### src/logic/mont_defs.svh
`ifndef MONT_DEFS_SVH
`define MONT_DEFS_SVH

// Data words per operand, a spare top word sits above these
`define MONT_NUM_WRDS 4

// Bits per word, each word also has one redundant carry bit
`define MONT_WRD_BITS 8

// Odd modulus, kept below R/4 with R = 2**32
`define MONT_P 32'h3a5f_c1e7

// Squaring count width, counts run from 1 to 255
`define MONT_CNT_BITS 8

`endif

### src/logic/redun_word_pkg.sv
`include "mont_defs.svh"

package redun_word_pkg;

  // Binary width of a vector including the spare top word
  localparam int VEC_BITS = (`MONT_NUM_WRDS + 1) * `MONT_WRD_BITS;
  // Width of R
  localparam int R_BITS = `MONT_NUM_WRDS * `MONT_WRD_BITS;

  // One word plus its carry bit in the MSB
  typedef logic [`MONT_WRD_BITS:0] redun_wrd_t;
  // Data words plus spare top word, word 0 is least significant
  typedef redun_wrd_t [`MONT_NUM_WRDS:0] redun_vec_t;
  // Double length multiplier output
  typedef redun_wrd_t [2*`MONT_NUM_WRDS+1:0] redun_prod_t;

  // Spread binary value into words, carries cleared
  function automatic redun_vec_t to_redun(input logic [VEC_BITS-1:0] b);
    redun_vec_t v;
    for (int k = 0; k <= `MONT_NUM_WRDS; k++) begin
      v[k] = {1'b0, b[`MONT_WRD_BITS*k +: `MONT_WRD_BITS]};
    end
    return v;
  endfunction

  // Weighted sum of all words, resolves every carry
  function automatic logic [VEC_BITS-1:0] collapse(input redun_vec_t v);
    logic [VEC_BITS-1:0] acc;
    acc = '0;
    for (int k = 0; k <= `MONT_NUM_WRDS; k++) begin
      acc = acc + (VEC_BITS'(v[k]) << (`MONT_WRD_BITS * k));
    end
    return acc;
  endfunction

  // -P^-1 mod R, Newton steps double the correct bits from 3 up past 32
  function automatic logic [R_BITS-1:0] mont_factor(input logic [R_BITS-1:0] p);
    logic [R_BITS-1:0] inv;
    inv = p;
    for (int i = 0; i < 5; i++) begin
      inv = inv * (2 - p * inv);
    end
    return -inv;
  endfunction

endpackage

### src/logic/result_reduce.sv
`timescale 1ns/1ns
`include "mont_defs.svh"

module result_reduce (
  input  logic                                     i_clk,
  input  logic                                     i_rst,
  input  logic                                     i_res_val,
  input  redun_word_pkg::redun_vec_t               i_result,
  output logic                                     o_valid,
  output logic [`MONT_NUM_WRDS*`MONT_WRD_BITS-1:0] o_result
);

  localparam int VB = redun_word_pkg::VEC_BITS;
  localparam int RB = `MONT_NUM_WRDS * `MONT_WRD_BITS;

  // Modulus widened to the collapsed width
  localparam logic [VB-1:0] P_EXT = VB'(`MONT_P);

  logic          val_c;
  logic [VB-1:0] sum_r;
  logic [VB-1:0] diff;

  // Input is below 2P, one subtract is enough
  assign diff = sum_r - P_EXT;

  // Strobe pipeline
  always_ff @(posedge i_clk) begin
    if (i_rst) begin
      val_c   <= 1'b0;
      o_valid <= 1'b0;
    end else begin
      val_c   <= i_res_val;
      o_valid <= val_c;
    end
  end

  always_ff @(posedge i_clk) begin
    // Stage 1, carry collapse
    sum_r <= redun_word_pkg::collapse(i_result);
    // Stage 2, final reduction
    if (sum_r >= P_EXT) begin
      o_result <= diff[RB-1:0];
    end else begin
      o_result <= sum_r[RB-1:0];
    end
  end

endmodule

### config.mk
export PLATFORM = sky130hd
export DESIGN_NAME = result_reduce
export DESIGN_NICKNAME = d
export VERILOG_FILES = /design/src/logic/redun_word_pkg.sv /design/src/logic/result_reduce.sv
export VERILOG_INCLUDE_DIRS = /design/src /design/src/logic
export SDC_FILE = /design/constraint.sdc
export NUM_CORES = 1
export LEC_CHECK = 0
export ABC_AREA = 1
export BUFFER_PORTS_ARGS = -buffer_cell sky130_fd_sc_hd__buf_2
export CAP_MARGIN = 20
export CORE_MARGIN = 5
export CORE_UTILIZATION = 45
export CTS_BUF_LIST = sky130_fd_sc_hd__clkbuf_4
export CTS_CLUSTER_DIAMETER = 50
export DETAILED_ROUTE_END_ITERATION = 12
export PLACE_DENSITY = 0.67
export SLEW_MARGIN = 20
export SYNTH_ARGS = -nofsm -noshare
export SYNTH_HDL_FRONTEND = slang
export SYNTH_SLANG_ARGS = --single-unit
### constraint.sdc
create_clock -name i_clk -period 1.9 [get_ports i_clk]
set_clock_uncertainty 0.05 [all_clocks]
set_input_delay 0.285 -clock i_clk [delete_from_list [all_inputs] [get_ports i_clk]]
set_output_delay 0.285 -clock i_clk [all_outputs]
set_load 0.05 [all_outputs]
==> impl_metrics.yaml <==
layout:
  layout-drive-gt1-share_pct: 17.6
  stdcell_count: 925
  final_cell_mix: "257 x nand2_1, 82 x nor2_1, 79 x buf_2"
  area_growth_pct: 21.7
  seqCellArea_sq_um: 1480
  multiInputGateArea_sq_um: 2430
  fill_cells: 968
  utilization_pct: 56.4
  final_common_cell: "nand2_1"
  fin_area_sq_um: 5240
  nets: 844
synthesis:
  synth_edf_count: 0
  postSynthRegisterBits: 74
  synthTopCellsByArea: "dfxtp_1 34%, nand2_1 22%, nor2_1 7.2%"
  ys_async_sr_fraction_pct: 0
  syn_area_sq_um: 4300
  yosys_warnings: 0
  syn_avg_cell_area_sq_um: 6.35
  synth_top_area_share_pct: 34.4
  yosysSeqAreaShare_pct: 34.4
  synth_ff_type: "dfxtp_1"
  syn_inst: 677
  synth.largest_area_cell: "dfxtp_1"
  syn-num-nets: 731
  synth_cell_types: 32
critical_path:
  regToRegEndpoint: "o_result[22]"
  reg2reg_setup_slack_ns: 0.18
  crit_path_start_kind: "register"
  crit_fanout: 13
  cp.arrival_ns: 2.04
  worst_r2r_path_depth: 9
  path_class: "reg -> reg"
  required_ns: 2.22
  end_kind: "register"
  r2r-start: "sum_r[27]"
clock_network:
  cts_sinks: 74
  cts_tree: "built"
  cts_setup_buffers: 0
  cts_buffer_depth: 2
  cts.clk_slew.worst_paths_ns: 0.14
  htreeDepth: 3
  clock_latency_ns: 0.44
  cts_root_buffer: "clkbuf_4"
  numCtsBuffers: 9
placement:
  place.gp.congestion: 0.974
  place_hpwl_um: 9290
  dp.cells: 892
  port_buffers: 79
  place_area_sq_um: 4930
floorplan:
  die-area_sq_um: 11600
  ios: 81
  num_rows: 35
  die_w_um: 108
  initial_utilization_pct: 46.3
  die_height_um: 108
  core_area_sq_um: 9280
power:
  ir_drop_mv: 0.293
  p_leak_nw: 2.73
  p_per_area_nw_per_um2: 709
route:
  ant_nets: 0
  dr_total_vias: 4487
  avgViaCountPerCell: 4.85
  wl_met1_um: 5080
  routedWlPerCell_um: 12.4
  dr.pass1.iters: 6
  dr_wl_met2_um: 5490
  initialDrtViolationCount: 170
  wl_met3_um: 530
  drcViolationCount: 0
  top_layer_used: "met4"
  drt-total-wl_um: 11500
timing:
  relSlewSlack_pct: 70.3
  rsz0062_at_grt: "no"
  min_period_ns: 1.72
  timing.hold.ws_ns: 0.0170
  hold_viol_final: 0
  tightest_slew_ns: 0.440
  fin_tns_setup_ns: 0
  fmax_mhz: 582
  finalCritPeriodShare_pct: 90.4
  final-setup-viol-count: 0
  drv_slew: 0
global_routing:
  gr-usage-all-layers_pct: 20.4
  grt_pass1_wl_um: 19000
  antenna_found_initial: 1
  grt_max_degree: 24
  grt_pass1_vias: 4268
  grt_overflow: 0
worst_hold_path:
  hold_depth: 2
  hp-class: "in -> reg"
  hp-start: "i_result[9]"
  hold_end: "sum_r[8]"
job:
  drv_cap: 0
run_status:
  status: "finished, final reports clean"
-- what timing repair did --
item	4_1_cts	5_1_grt
resized for setup	0	1
hold buffers	15	1
endpoints found under the setup margin	0	1
hold endpoints to repair	15	1
-- metrics by stage --
step | worst slack, ns | power, mW
floorplan | 0.302 | 2.45
global placement | 0.0834 | 2.71
detailed placement | 0.0111 | 2.72
CTS | 0.157 | 3.74
global route | 0.0110 | 3.90
finish | 0.183 | 3.71
-- worst max-delay path: stages (launching register included) --
cell	delay, ns
dfxtp_1	0.50
nand2_1	0.12
nor2_1	0.17
nand2_1	0.10
nand3_1	0.14
inv_2	0.15
nand3_2	0.14
buf_4	0.18
nand2_1	0.06
nand2_1	0.08
-- where the power goes --
part	leakage, nW	switching [mW]	total [mW]	internal (mW)
Clock	0.0746	0.591	1.00	0.410
Combinational	2.03	0.637	0.930	0.292
Sequential	0.624	0.0833	1.78	1.70
Total	2.73	1.31	3.71	2.40
-- layer usage --
metal	global-route usage, %	up-vias
met5	0	-
met1	24.6	1967
met4	9.56	0
met3	3.00	28
met2	35.5	148
li1	-	2344
-- worst max path at each step --
stage	start	endpoint	slack (ns)
floorplan	sum_r[0]	o_result[28]	0.30
global placement	i_result[8]	sum_r[30]	0.08
detailed placement	i_result[8]	sum_r[34]	0.01
CTS	sum_r[1]	o_result[22]	0.16
global route	sum_r[27]	o_result[22]	0.01
finish	sum_r[27]	o_result[22]	0.18
-- sequential cells by signal, indices dropped and copies added (netlist names) --
| name | flops |
|---|---|
| o_result | 32 |
| sum_r | 40 |
| o_valid | 1 |
| val_c | 1 |
-- logic make-up (layout without fill, tap and decap cells) --
logic type	after synthesis	after routing	synth area share, %
simple gates	455	455	45.3
buf+inv	91	209	9.10
flops	74	74	34.4
xor+xnor	35	35	7.13
compound gates	16	16	2.24
fa+ha+maj	6	6	1.75
other cells	0	1	0
-- cells in the mapped netlist, types with 8 or more instances --
library cell  number
nand2_1          257
nor2_1            82
dfxtp_1           74
inv_1             72
nand3_1           48
nand4_1           34
xor2_1            23
xnor2_1           12
nor3_1            10
nand2_2            8
-- area by class of cell --
class                      count  share of cell area, %
inverter                      77                   5.54
timing repair buffer         116                   13.9
antenna                        1                 0.0478
clock inverter                 7                   1.46
clock buffer                   9                   1.29
sequential                    74                   28.3
multi-input combinational    512                   46.4
tap                          129                   3.08
No activity file was read; power rests on OpenSTA's default activity.
