## src/logic/mont_defs.svh

```systemverilog
`ifndef MONT_DEFS_SVH
`define MONT_DEFS_SVH

// Data words per operand, a spare top word sits above these
`define MONT_NUM_WRDS 4

// Bits per word, each word also has one redundant carry bit
`define MONT_WRD_BITS 8

// Odd modulus, kept below R/4 with R = 2**32
`define MONT_P 32'h3a5f_c1e7

// Squaring count width, counts run from 1 to 255
`define MONT_CNT_BITS 8

`endif

```

## src/logic/redun_word_pkg.sv

```systemverilog
`include "mont_defs.svh"

package redun_word_pkg;

  // Binary width of a vector including the spare top word
  localparam int VEC_BITS = (`MONT_NUM_WRDS + 1) * `MONT_WRD_BITS;
  // Width of R
  localparam int R_BITS = `MONT_NUM_WRDS * `MONT_WRD_BITS;

  // One word plus its carry bit in the MSB
  typedef logic [`MONT_WRD_BITS:0] redun_wrd_t;
  // Data words plus spare top word, word 0 is least significant
  typedef redun_wrd_t [`MONT_NUM_WRDS:0] redun_vec_t;
  // Double length multiplier output
  typedef redun_wrd_t [2*`MONT_NUM_WRDS+1:0] redun_prod_t;

  // Spread binary value into words, carries cleared
  function automatic redun_vec_t to_redun(input logic [VEC_BITS-1:0] b);
    redun_vec_t v;
    for (int k = 0; k <= `MONT_NUM_WRDS; k++) begin
      v[k] = {1'b0, b[`MONT_WRD_BITS*k +: `MONT_WRD_BITS]};
    end
    return v;
  endfunction

  // Weighted sum of all words, resolves every carry
  function automatic logic [VEC_BITS-1:0] collapse(input redun_vec_t v);
    logic [VEC_BITS-1:0] acc;
    acc = '0;
    for (int k = 0; k <= `MONT_NUM_WRDS; k++) begin
      acc = acc + (VEC_BITS'(v[k]) << (`MONT_WRD_BITS * k));
    end
    return acc;
  endfunction

  // -P^-1 mod R, Newton steps double the correct bits from 3 up past 32
  function automatic logic [R_BITS-1:0] mont_factor(input logic [R_BITS-1:0] p);
    logic [R_BITS-1:0] inv;
    inv = p;
    for (int i = 0; i < 5; i++) begin
      inv = inv * (2 - p * inv);
    end
    return -inv;
  endfunction

endpackage

```

## src/logic/mont_job_if.sv

```systemverilog
`timescale 1ns/1ns
`include "mont_defs.svh"

interface mont_job_if;

  // One-cycle job strobe
  logic val;
  // Operand already in redundant form
  redun_word_pkg::redun_vec_t operand;
  // Squarings to run, never zero
  logic [`MONT_CNT_BITS-1:0] count;
  // Engine level, high while a job runs
  logic busy;

  modport loader (
    output val,
    output operand,
    output count,
    input  busy
  );

  modport engine (
    input  val,
    input  operand,
    input  count,
    output busy
  );

endinterface

```

## src/logic/operand_loader.sv

```systemverilog
`timescale 1ns/1ns
`include "mont_defs.svh"

module operand_loader (
  input  logic                                          i_clk,
  input  logic                                          i_rst,
  input  logic                                          i_start,
  input  logic [`MONT_NUM_WRDS*`MONT_WRD_BITS-1:0]      i_operand,
  input  logic [`MONT_CNT_BITS-1:0]                     i_count,
  mont_job_if.loader                                    job
);

  localparam int WB = `MONT_WRD_BITS;
  localparam int CB = `MONT_CNT_BITS;

  logic accept;

  // Drop starts while busy or while a strobe is still on the bus
  assign accept = i_start & ~job.busy & ~job.val;

  always_ff @(posedge i_clk) begin
    if (i_rst) begin
      job.val <= 1'b0;
    end else begin
      job.val <= accept;
    end
  end

  // Operand and count held until the next accepted start
  always_ff @(posedge i_clk) begin
    if (accept) begin
      // Spare top word starts out empty
      job.operand <= redun_word_pkg::to_redun({{WB{1'b0}}, i_operand});
      // Zero count runs as one squaring
      job.count   <= (i_count == '0) ? CB'(1) : i_count;
    end
  end

endmodule

```

## src/flat_wrapper.sv

```systemverilog
// flat-port wrapper written by rule: the top's interface ports become plain ports
module operand_loader_flat 
  (i_clk, i_rst, i_start, i_operand, i_count, job_val, job_operand, job_count, job_busy);
  mont_job_if job_i ();
  input  logic i_clk;
  input  logic i_rst;
  input  logic i_start;
  input  logic [`MONT_NUM_WRDS*`MONT_WRD_BITS-1:0] i_operand;
  input  logic [`MONT_CNT_BITS-1:0] i_count;
  output wire logic [$bits(job_i.val)-1:0] job_val;
  output wire logic [$bits(job_i.operand)-1:0] job_operand;
  output wire logic [$bits(job_i.count)-1:0] job_count;
  input wire logic [$bits(job_i.busy)-1:0] job_busy;
  assign job_val = job_i.val;
  assign job_operand = job_i.operand;
  assign job_count = job_i.count;
  assign job_i.busy = job_busy;
  operand_loader u_core (.i_clk(i_clk), .i_rst(i_rst), .i_start(i_start), .i_operand(i_operand), .i_count(i_count), .job(job_i));
endmodule
```

## config.mk

```make
export PLATFORM = sky130hd
export DESIGN_NAME = operand_loader_flat
export DESIGN_NICKNAME = d
export VERILOG_FILES = /design/src/logic/redun_word_pkg.sv /design/src/logic/mont_job_if.sv /design/src/logic/operand_loader.sv /design/src/flat_wrapper.sv
export VERILOG_INCLUDE_DIRS = /design/src /design/src/logic
export SDC_FILE = /design/constraint.sdc
export NUM_CORES = 1
export LEC_CHECK = 0
export BUFFER_PORTS_ARGS = -buffer_cell sky130_fd_sc_hd__buf_4
export CAP_MARGIN = 10
export CORE_UTILIZATION = 40
export DETAILED_ROUTE_END_ITERATION = 16
export PLACE_DENSITY = 0.85
export SLEW_MARGIN = 20
export SYNTH_ARGS = -nofsm -noshare
export SYNTH_HDL_FRONTEND = slang
export SYNTH_SLANG_ARGS = --single-unit
```

## constraint.sdc

```tcl
create_clock -name i_clk -period 3 [get_ports i_clk]
set_input_delay 0.15 -clock i_clk [delete_from_list [all_inputs] [get_ports i_clk]]
set_output_delay 0.15 -clock i_clk [all_outputs]
set_load 0.05 [all_outputs]
```

==> metrics, run 1 <==
status=completed; DR pass1 iterations=6; worst rel slew slack=0.662; drt via density=4.22; Worst setup SP type=flip-flop; Inst Count DP=190; largest net degree at the start of global routing=42; layout cells sized above 1=0.484; clock slew at reported path FFs=110 ps; fin crit period=1380 ps; Initial Util=0.417; core area=3340 um2; top-area cell type share of the netlist area=0.863; antenna violations before repair=0; Port Buffers=84; period utilization=0.459; CP Data Required Time=2990 ps; # nets final=235; Reg2Reg Depth=2; ys flop type=edfxtp_1; grt total ovfl=0; Hold Path Origin=i_count[0]; Synth area leader=edfxtp_1; die outline width=61.0 um; Util after Layout=0.747; ANT cells=0; Synth area leaders=edfxtp_1 (86%), buf_4 (7.0%), clkbuf_1 (1.9%), dfxtp_1 (1.4%), nor3b_2 (0.90%); first-pass GRT wire length=4570 um; worst setup path class=flip-flop to flip-flop; total CTS buffers=5; most common cell in the netlist=edfxtp_1; WL/cell=14.7 um; # clock sinks=41; Synth async-reset ratio=0; Critical Path Sink Type=flip-flop; Cell Area, Synth=1390 um2; RSZ-0062 raised after global routing=no; fmax=726 MHz; row count=21; clk_lat worst skew=340 ps; synthesized netlist cell count=67; Fin Setup TNS=0 ps; antenna viol nets, final=0; total setup buffers inserted after CTS=0; Residual DRC=0; Setup WS pre-CTS=1650 ps; Cell variety after synth=10; final worst slack=1620 ps; placed cell areas=2020 um2; CTS Root Buffer Type=clkbuf_4; die area=3720 um2; TritonCTS clock tree=done; hold path cells=2; Hold WS=53.8 ps; Hold EP=u_core.job.count[0]; DR iter-0 viols=34; P&R area growth vs syn=78.9%; Overall Power=1.26 mW; flip-flop and latch count after synthesis=41; Post-synth EDFFs=40; # setup viols final=0; overall via count from detail_route=1005; Non-Filler Instances=238; Crit path buffers/inverters=1; HP Class=input port to flip-flop; PwrDens=505 nW/um2; Clock Tree Buf Depth=2; Synth top cells by count=edfxtp_1 (40), buf_4 (13), clkbuf_1 (7); crit-path max cell delay=460 ps; P_leak=1.06 nW; Worst Skew=11.7 ps; R2R Path End=u_core.job.count[5]; worst slew pin tran=508 ps; Mapped Avg Cell Area=20.8 um2; CP Cell Sequence=nor3b_4, buf_4; Global Route Usage Sum=0.185; Final HPWL DP=1930 um; CP arrival=1370 ps; Crit path max-delay family=buffers and inverters; vias in the first global route=913; Slowest-stage cell, CP=buf_4; RR Startpoint=u_core.job.val; final WL=3510 um; final non-filler cell area=2490 um2; max_cap viols=0; reg2reg setup slack=1620 ps; fin. max-slew vios=0; sequential area share after synthesis=0.877; final hold vios=0; Final GP Congestion=0.578; CP Max Fanout=41; die height=61.0 um; VDD IR max=0.239 mV; YS warnings=0; I/O Pins=98; H-tree lvl count=2
[routing by layer]
layer  part of all wire  GRT usage
met1               0.40      0.206
met2               0.50      0.316
met3              0.098     0.0832
met4             0.0066     0.0617
met5                  0          0
[cell families after synthesis]
logic type | Yosys count | share of synthesized area
flops | 41 | 0.877
other cells | 1 | 0.00269
compound gates | 1 | 0.00539
buf+inv | 20 | 0.0889
simple gates | 4 | 0.0261
[cells in the final DEF (no fill, tap or decap)]
cell,instances
a21o_1,1
buf_4,85
bufinv_16,1
clkbuf_1,1
clkbuf_4,5
clkinv_1,1
conb_1,13
dfxtp_1,1
dlygate4sd3_1,40
edfxtp_1,40
nor2b_1,1
nor3_1,1
nor3b_4,1
nor4_2,1
[power by group]
group | total, mW | internal [mW] | switching [mW]
Combinational | 0.256 | 0.0996 | 0.156
Clock | 0.338 | 0.174 | 0.165
Sequential | 0.665 | 0.657 | 0.00752
[flip-flops by register name, summed over array words and instances (netlist names)]
| register | count |
|---|---|
| u_core.job.operand | 32 |
| u_core.job.count | 8 |
| u_core.job.val | 1 |
[worst register-to-register path, cell delays in order, from the launching register on]
cell	delay, ps
dfxtp_1	350
nor3b_4	200
buf_4	460
[timing repair]
item | in CTS | in global routing
resized for setup | 0 | 0
endpoints found under the hold margin | 40 | 0
endpoints found under the setup margin | 0 | 0
hold buffers | 40 | 0
[area by class of cell]
class | instances | area, um2
Timing Repair Buffer | 125 | 1040
Clock inverter | 2 | 33.8
Tap cell | 46 | 57.6
Fill cell | 198 | 846
Clock buffer | 6 | 41.3
Multi-Input combinational cell | 18 | 98.8
Sequential cell | 41 | 1220
[worst max path at each step]
| stage | end | depth (start not counted) | slack (ps) | start |
|---|---|---|---|---|
| 3_3_place_gp | u_core.job.operand[4] | 2 | 1720 | u_core.job.val |
| 6_report | u_core.job.count[5] | 2 | 1620 | u_core.job.val |
| 4_1_cts | u_core.job.count[6] | 2 | 1640 | u_core.job.val |
| 2_1_floorplan | u_core.job.count[0] | 1 | 380 | u_core.job.val |
| 3_5_place_dp | u_core.job.count[6] | 2 | 1650 | u_core.job.val |
| 5_1_grt | u_core.job.operand[13] | 2 | 1560 | u_core.job.val |
Power figures use the tool's default switching activity.
==> inputs of run 2 (changes only) <==
- CORE_UTILIZATION: 40 -> 36
- PLACE_DENSITY: 0.85 -> 0.82
- clock period: 3 -> 1.2 ns (I/O delays scaled with it)
==> run 2 against run 1 <==
  * Worst setup slack worse by 1600 ps
  * Die area is 11% higher
  * Non-clock buffer count is 2 higher
  * Maximum frequency is 20% higher
  * Final area is 2.3% higher
  * Largest power group unchanged
==> metrics, run 2 (synthesis gave the netlist of run 1 again) <==
GRT met1 Usage=0.143 (-0.0632); die area=4120 um2 (+11%); I/O Pins=98 (unchanged); Final GP Congestion=0.714 (+23%); Crit path buffers/inverters=1 (unchanged); largest registers=u_core.job.operand (32), u_core.job.count (8), u_core.job.val (1); Final HPWL DP=2150 um (+11%); antenna violations before repair=0 (unchanged); antenna viol nets, final=0 (unchanged); Initial Util=0.378 (-0.0398); GRT busiest layer=met2; final worst slack=56.9 ps (-1570 ps); Global Route Usage Sum=0.162 (-0.0223); ANT cells=0 (unchanged); most frequent cells in the layout=buf_4 (86), dlygate4sd3_1 (40), edfxtp_1 (40), conb_1 (13), clkbuf_8 (5); fin crit period=1140 ps (-234 ps); # setup viols final=0 (unchanged); fin. max-slew vios=0 (unchanged); DR iter-0 viols=53 (+56%); met3 Use GR=0.0661 (-0.0171); crit-path max cell delay=360 ps (-100 ps); Worst setup SP type=flip-flop; Inst Count DP=194 (+2.1%); sequential share of power=0.494 (-0.034); final WL=3270 um (-6.8%); worst setup path class=flip-flop to flip-flop; row count=22 (+4.8%); Hold WS=40.7 ps (-13.1 ps); Residual DRC=0 (unchanged); period utilization=0.953 (+0.494); largest register by flop count=u_core.job.operand; TritonCTS clock tree=done; layout cells sized above 1=0.495 (+0.0105); Setup WS pre-CTS=53.0 ps (-1600 ps); Clock Tree Buf Depth=2 (unchanged); clock slew at reported path FFs=80 ps (-30 ps); clk_lat worst skew=280 ps (-60 ps); max_cap viols=0 (unchanged); RSZ-0062 raised after global routing=no; internal power component=2.51 mW (+170%); fill count=262 (+32%); sw power=0.847 mW (+160%); die outline width=64.2 um (+5.2%); VDD IR max=0.847 mV (+250%); total setup buffers inserted after CTS=0 (unchanged); Port Buffers=84 (unchanged); CTS Root Buffer Type=clkbuf_8; fmax=875 MHz (+20%); final hold vios=0 (unchanged); P&R area growth vs syn=82.9%; core area=3690 um2 (+11%); vias in the first global route=1086 (+19%); Largest register FFs=32 (unchanged); drt via density=4.09 (-3.2%); HP Class=input port to flip-flop; placed cell areas=2040 um2 (+1.1%); Non-Filler Instances=242 (+1.7%); Fin Setup TNS=0 ps (unchanged); CP Data Required Time=1180 ps (-1810 ps); Sw Share=0.252 (-0.00874); # nets final=237 (+0.85%); DR pass1 iterations=4 (-2); overall via count from detail_route=989 (-1.6%); Crit path max-delay family=flip-flops; P_leak=1.08 nW (+2.4%); final non-filler cell area=2550 um2 (+2.3%); total CTS buffers=5 (unchanged); # clock sinks=41 (unchanged); largest net degree at the start of global routing=18 (-57%); Critical Path Sink Type=flip-flop; die height=64.2 um (+5.2%); H-tree lvl count=2 (unchanged); Clk network pwr share=0.314 (+0.045); grt total ovfl=0 (unchanged); CP Max Fanout=14 (-66%); Worst Skew=6.33 ps (-5.37 ps); Slowest-stage cell, CP=dfxtp_4; most common cell after layout, fill and taps aside=buf_4; WL/cell=13.5 um (-8.4%); status=completed; PwrDens=1320 nW/um2 (+160%); first-pass GRT wire length=4850 um (+6.0%); CP arrival=1130 ps (-240 ps); CP Cell Sequence=nor3b_4, buf_4; grt met2 use=0.328 (+0.0129); Util after Layout=0.691 (-0.0559); Overall Power=3.36 mW (+170%); Gate power share=0.192 (-0.011)
run 2: cell count changes in the layout (fill, tap and decap cells not counted), sizes merged:
cell / before / now
buf: 85 / 87
run 2: worst reg2reg max path: cells and delay by family (launching register included):
kind / cells / cell delay, ps
DFF: 1 / 360
buffers and inverters: 1 / 260
and+or+nand+nor: 1 / 220
run 2: worst paths after layout:
check                                    start               endpoint  slack (ps)  cells past startpoint
worst max-delay path            u_core.job.val  u_core.job.operand[5]          60                      2
worst min-delay path                i_count[0]    u_core.job.count[0]          40                      2
worst max register to register  u_core.job.val  u_core.job.operand[5]          60                      2
worst min register to register  u_core.job.val         u_core.job.val         750                      3
run 2: final cells by class:
| type | count | area [um2] | share of cell area |
|---|---|---|---|
| clock buffer | 6 | 72.6 | 0.0285 |
| clock inverter | 2 | 33.8 | 0.0133 |
| multi-input combinational | 18 | 98.8 | 0.0388 |
| sequential | 41 | 1220 | 0.481 |
| tap | 48 | 60.1 | 0.0236 |
| timing repair buffer | 127 | 1060 | 0.415 |
run 2: power by group through the flow:
| stage | Sequential (mW) | Combinational, mW | Clock (mW) |
|---|---|---|---|
| after global placement | 1.69 | 0.523 | 0 |
| final | 1.66 | 0.643 | 1.05 |
| after detailed placement | 1.69 | 0.534 | 0 |
| after global routing | 1.66 | 0.670 | 1.13 |
| after floorplan | 1.89 | 0.156 | 0 |
| after CTS | 1.66 | 0.640 | 1.09 |
run 2: layer usage:
metal	vias up	part of all wire
li1	463	-
met1	463	0.33
met2	59	0.58
met3	4	0.082
met4	0	0.0095
met5	-	0
run 2: repair_timing:
item,in CTS,in global routing
setup endpoints to repair,0,1
hold buffers,40,0
resized for setup,0,1
endpoints found under the hold margin,40,0
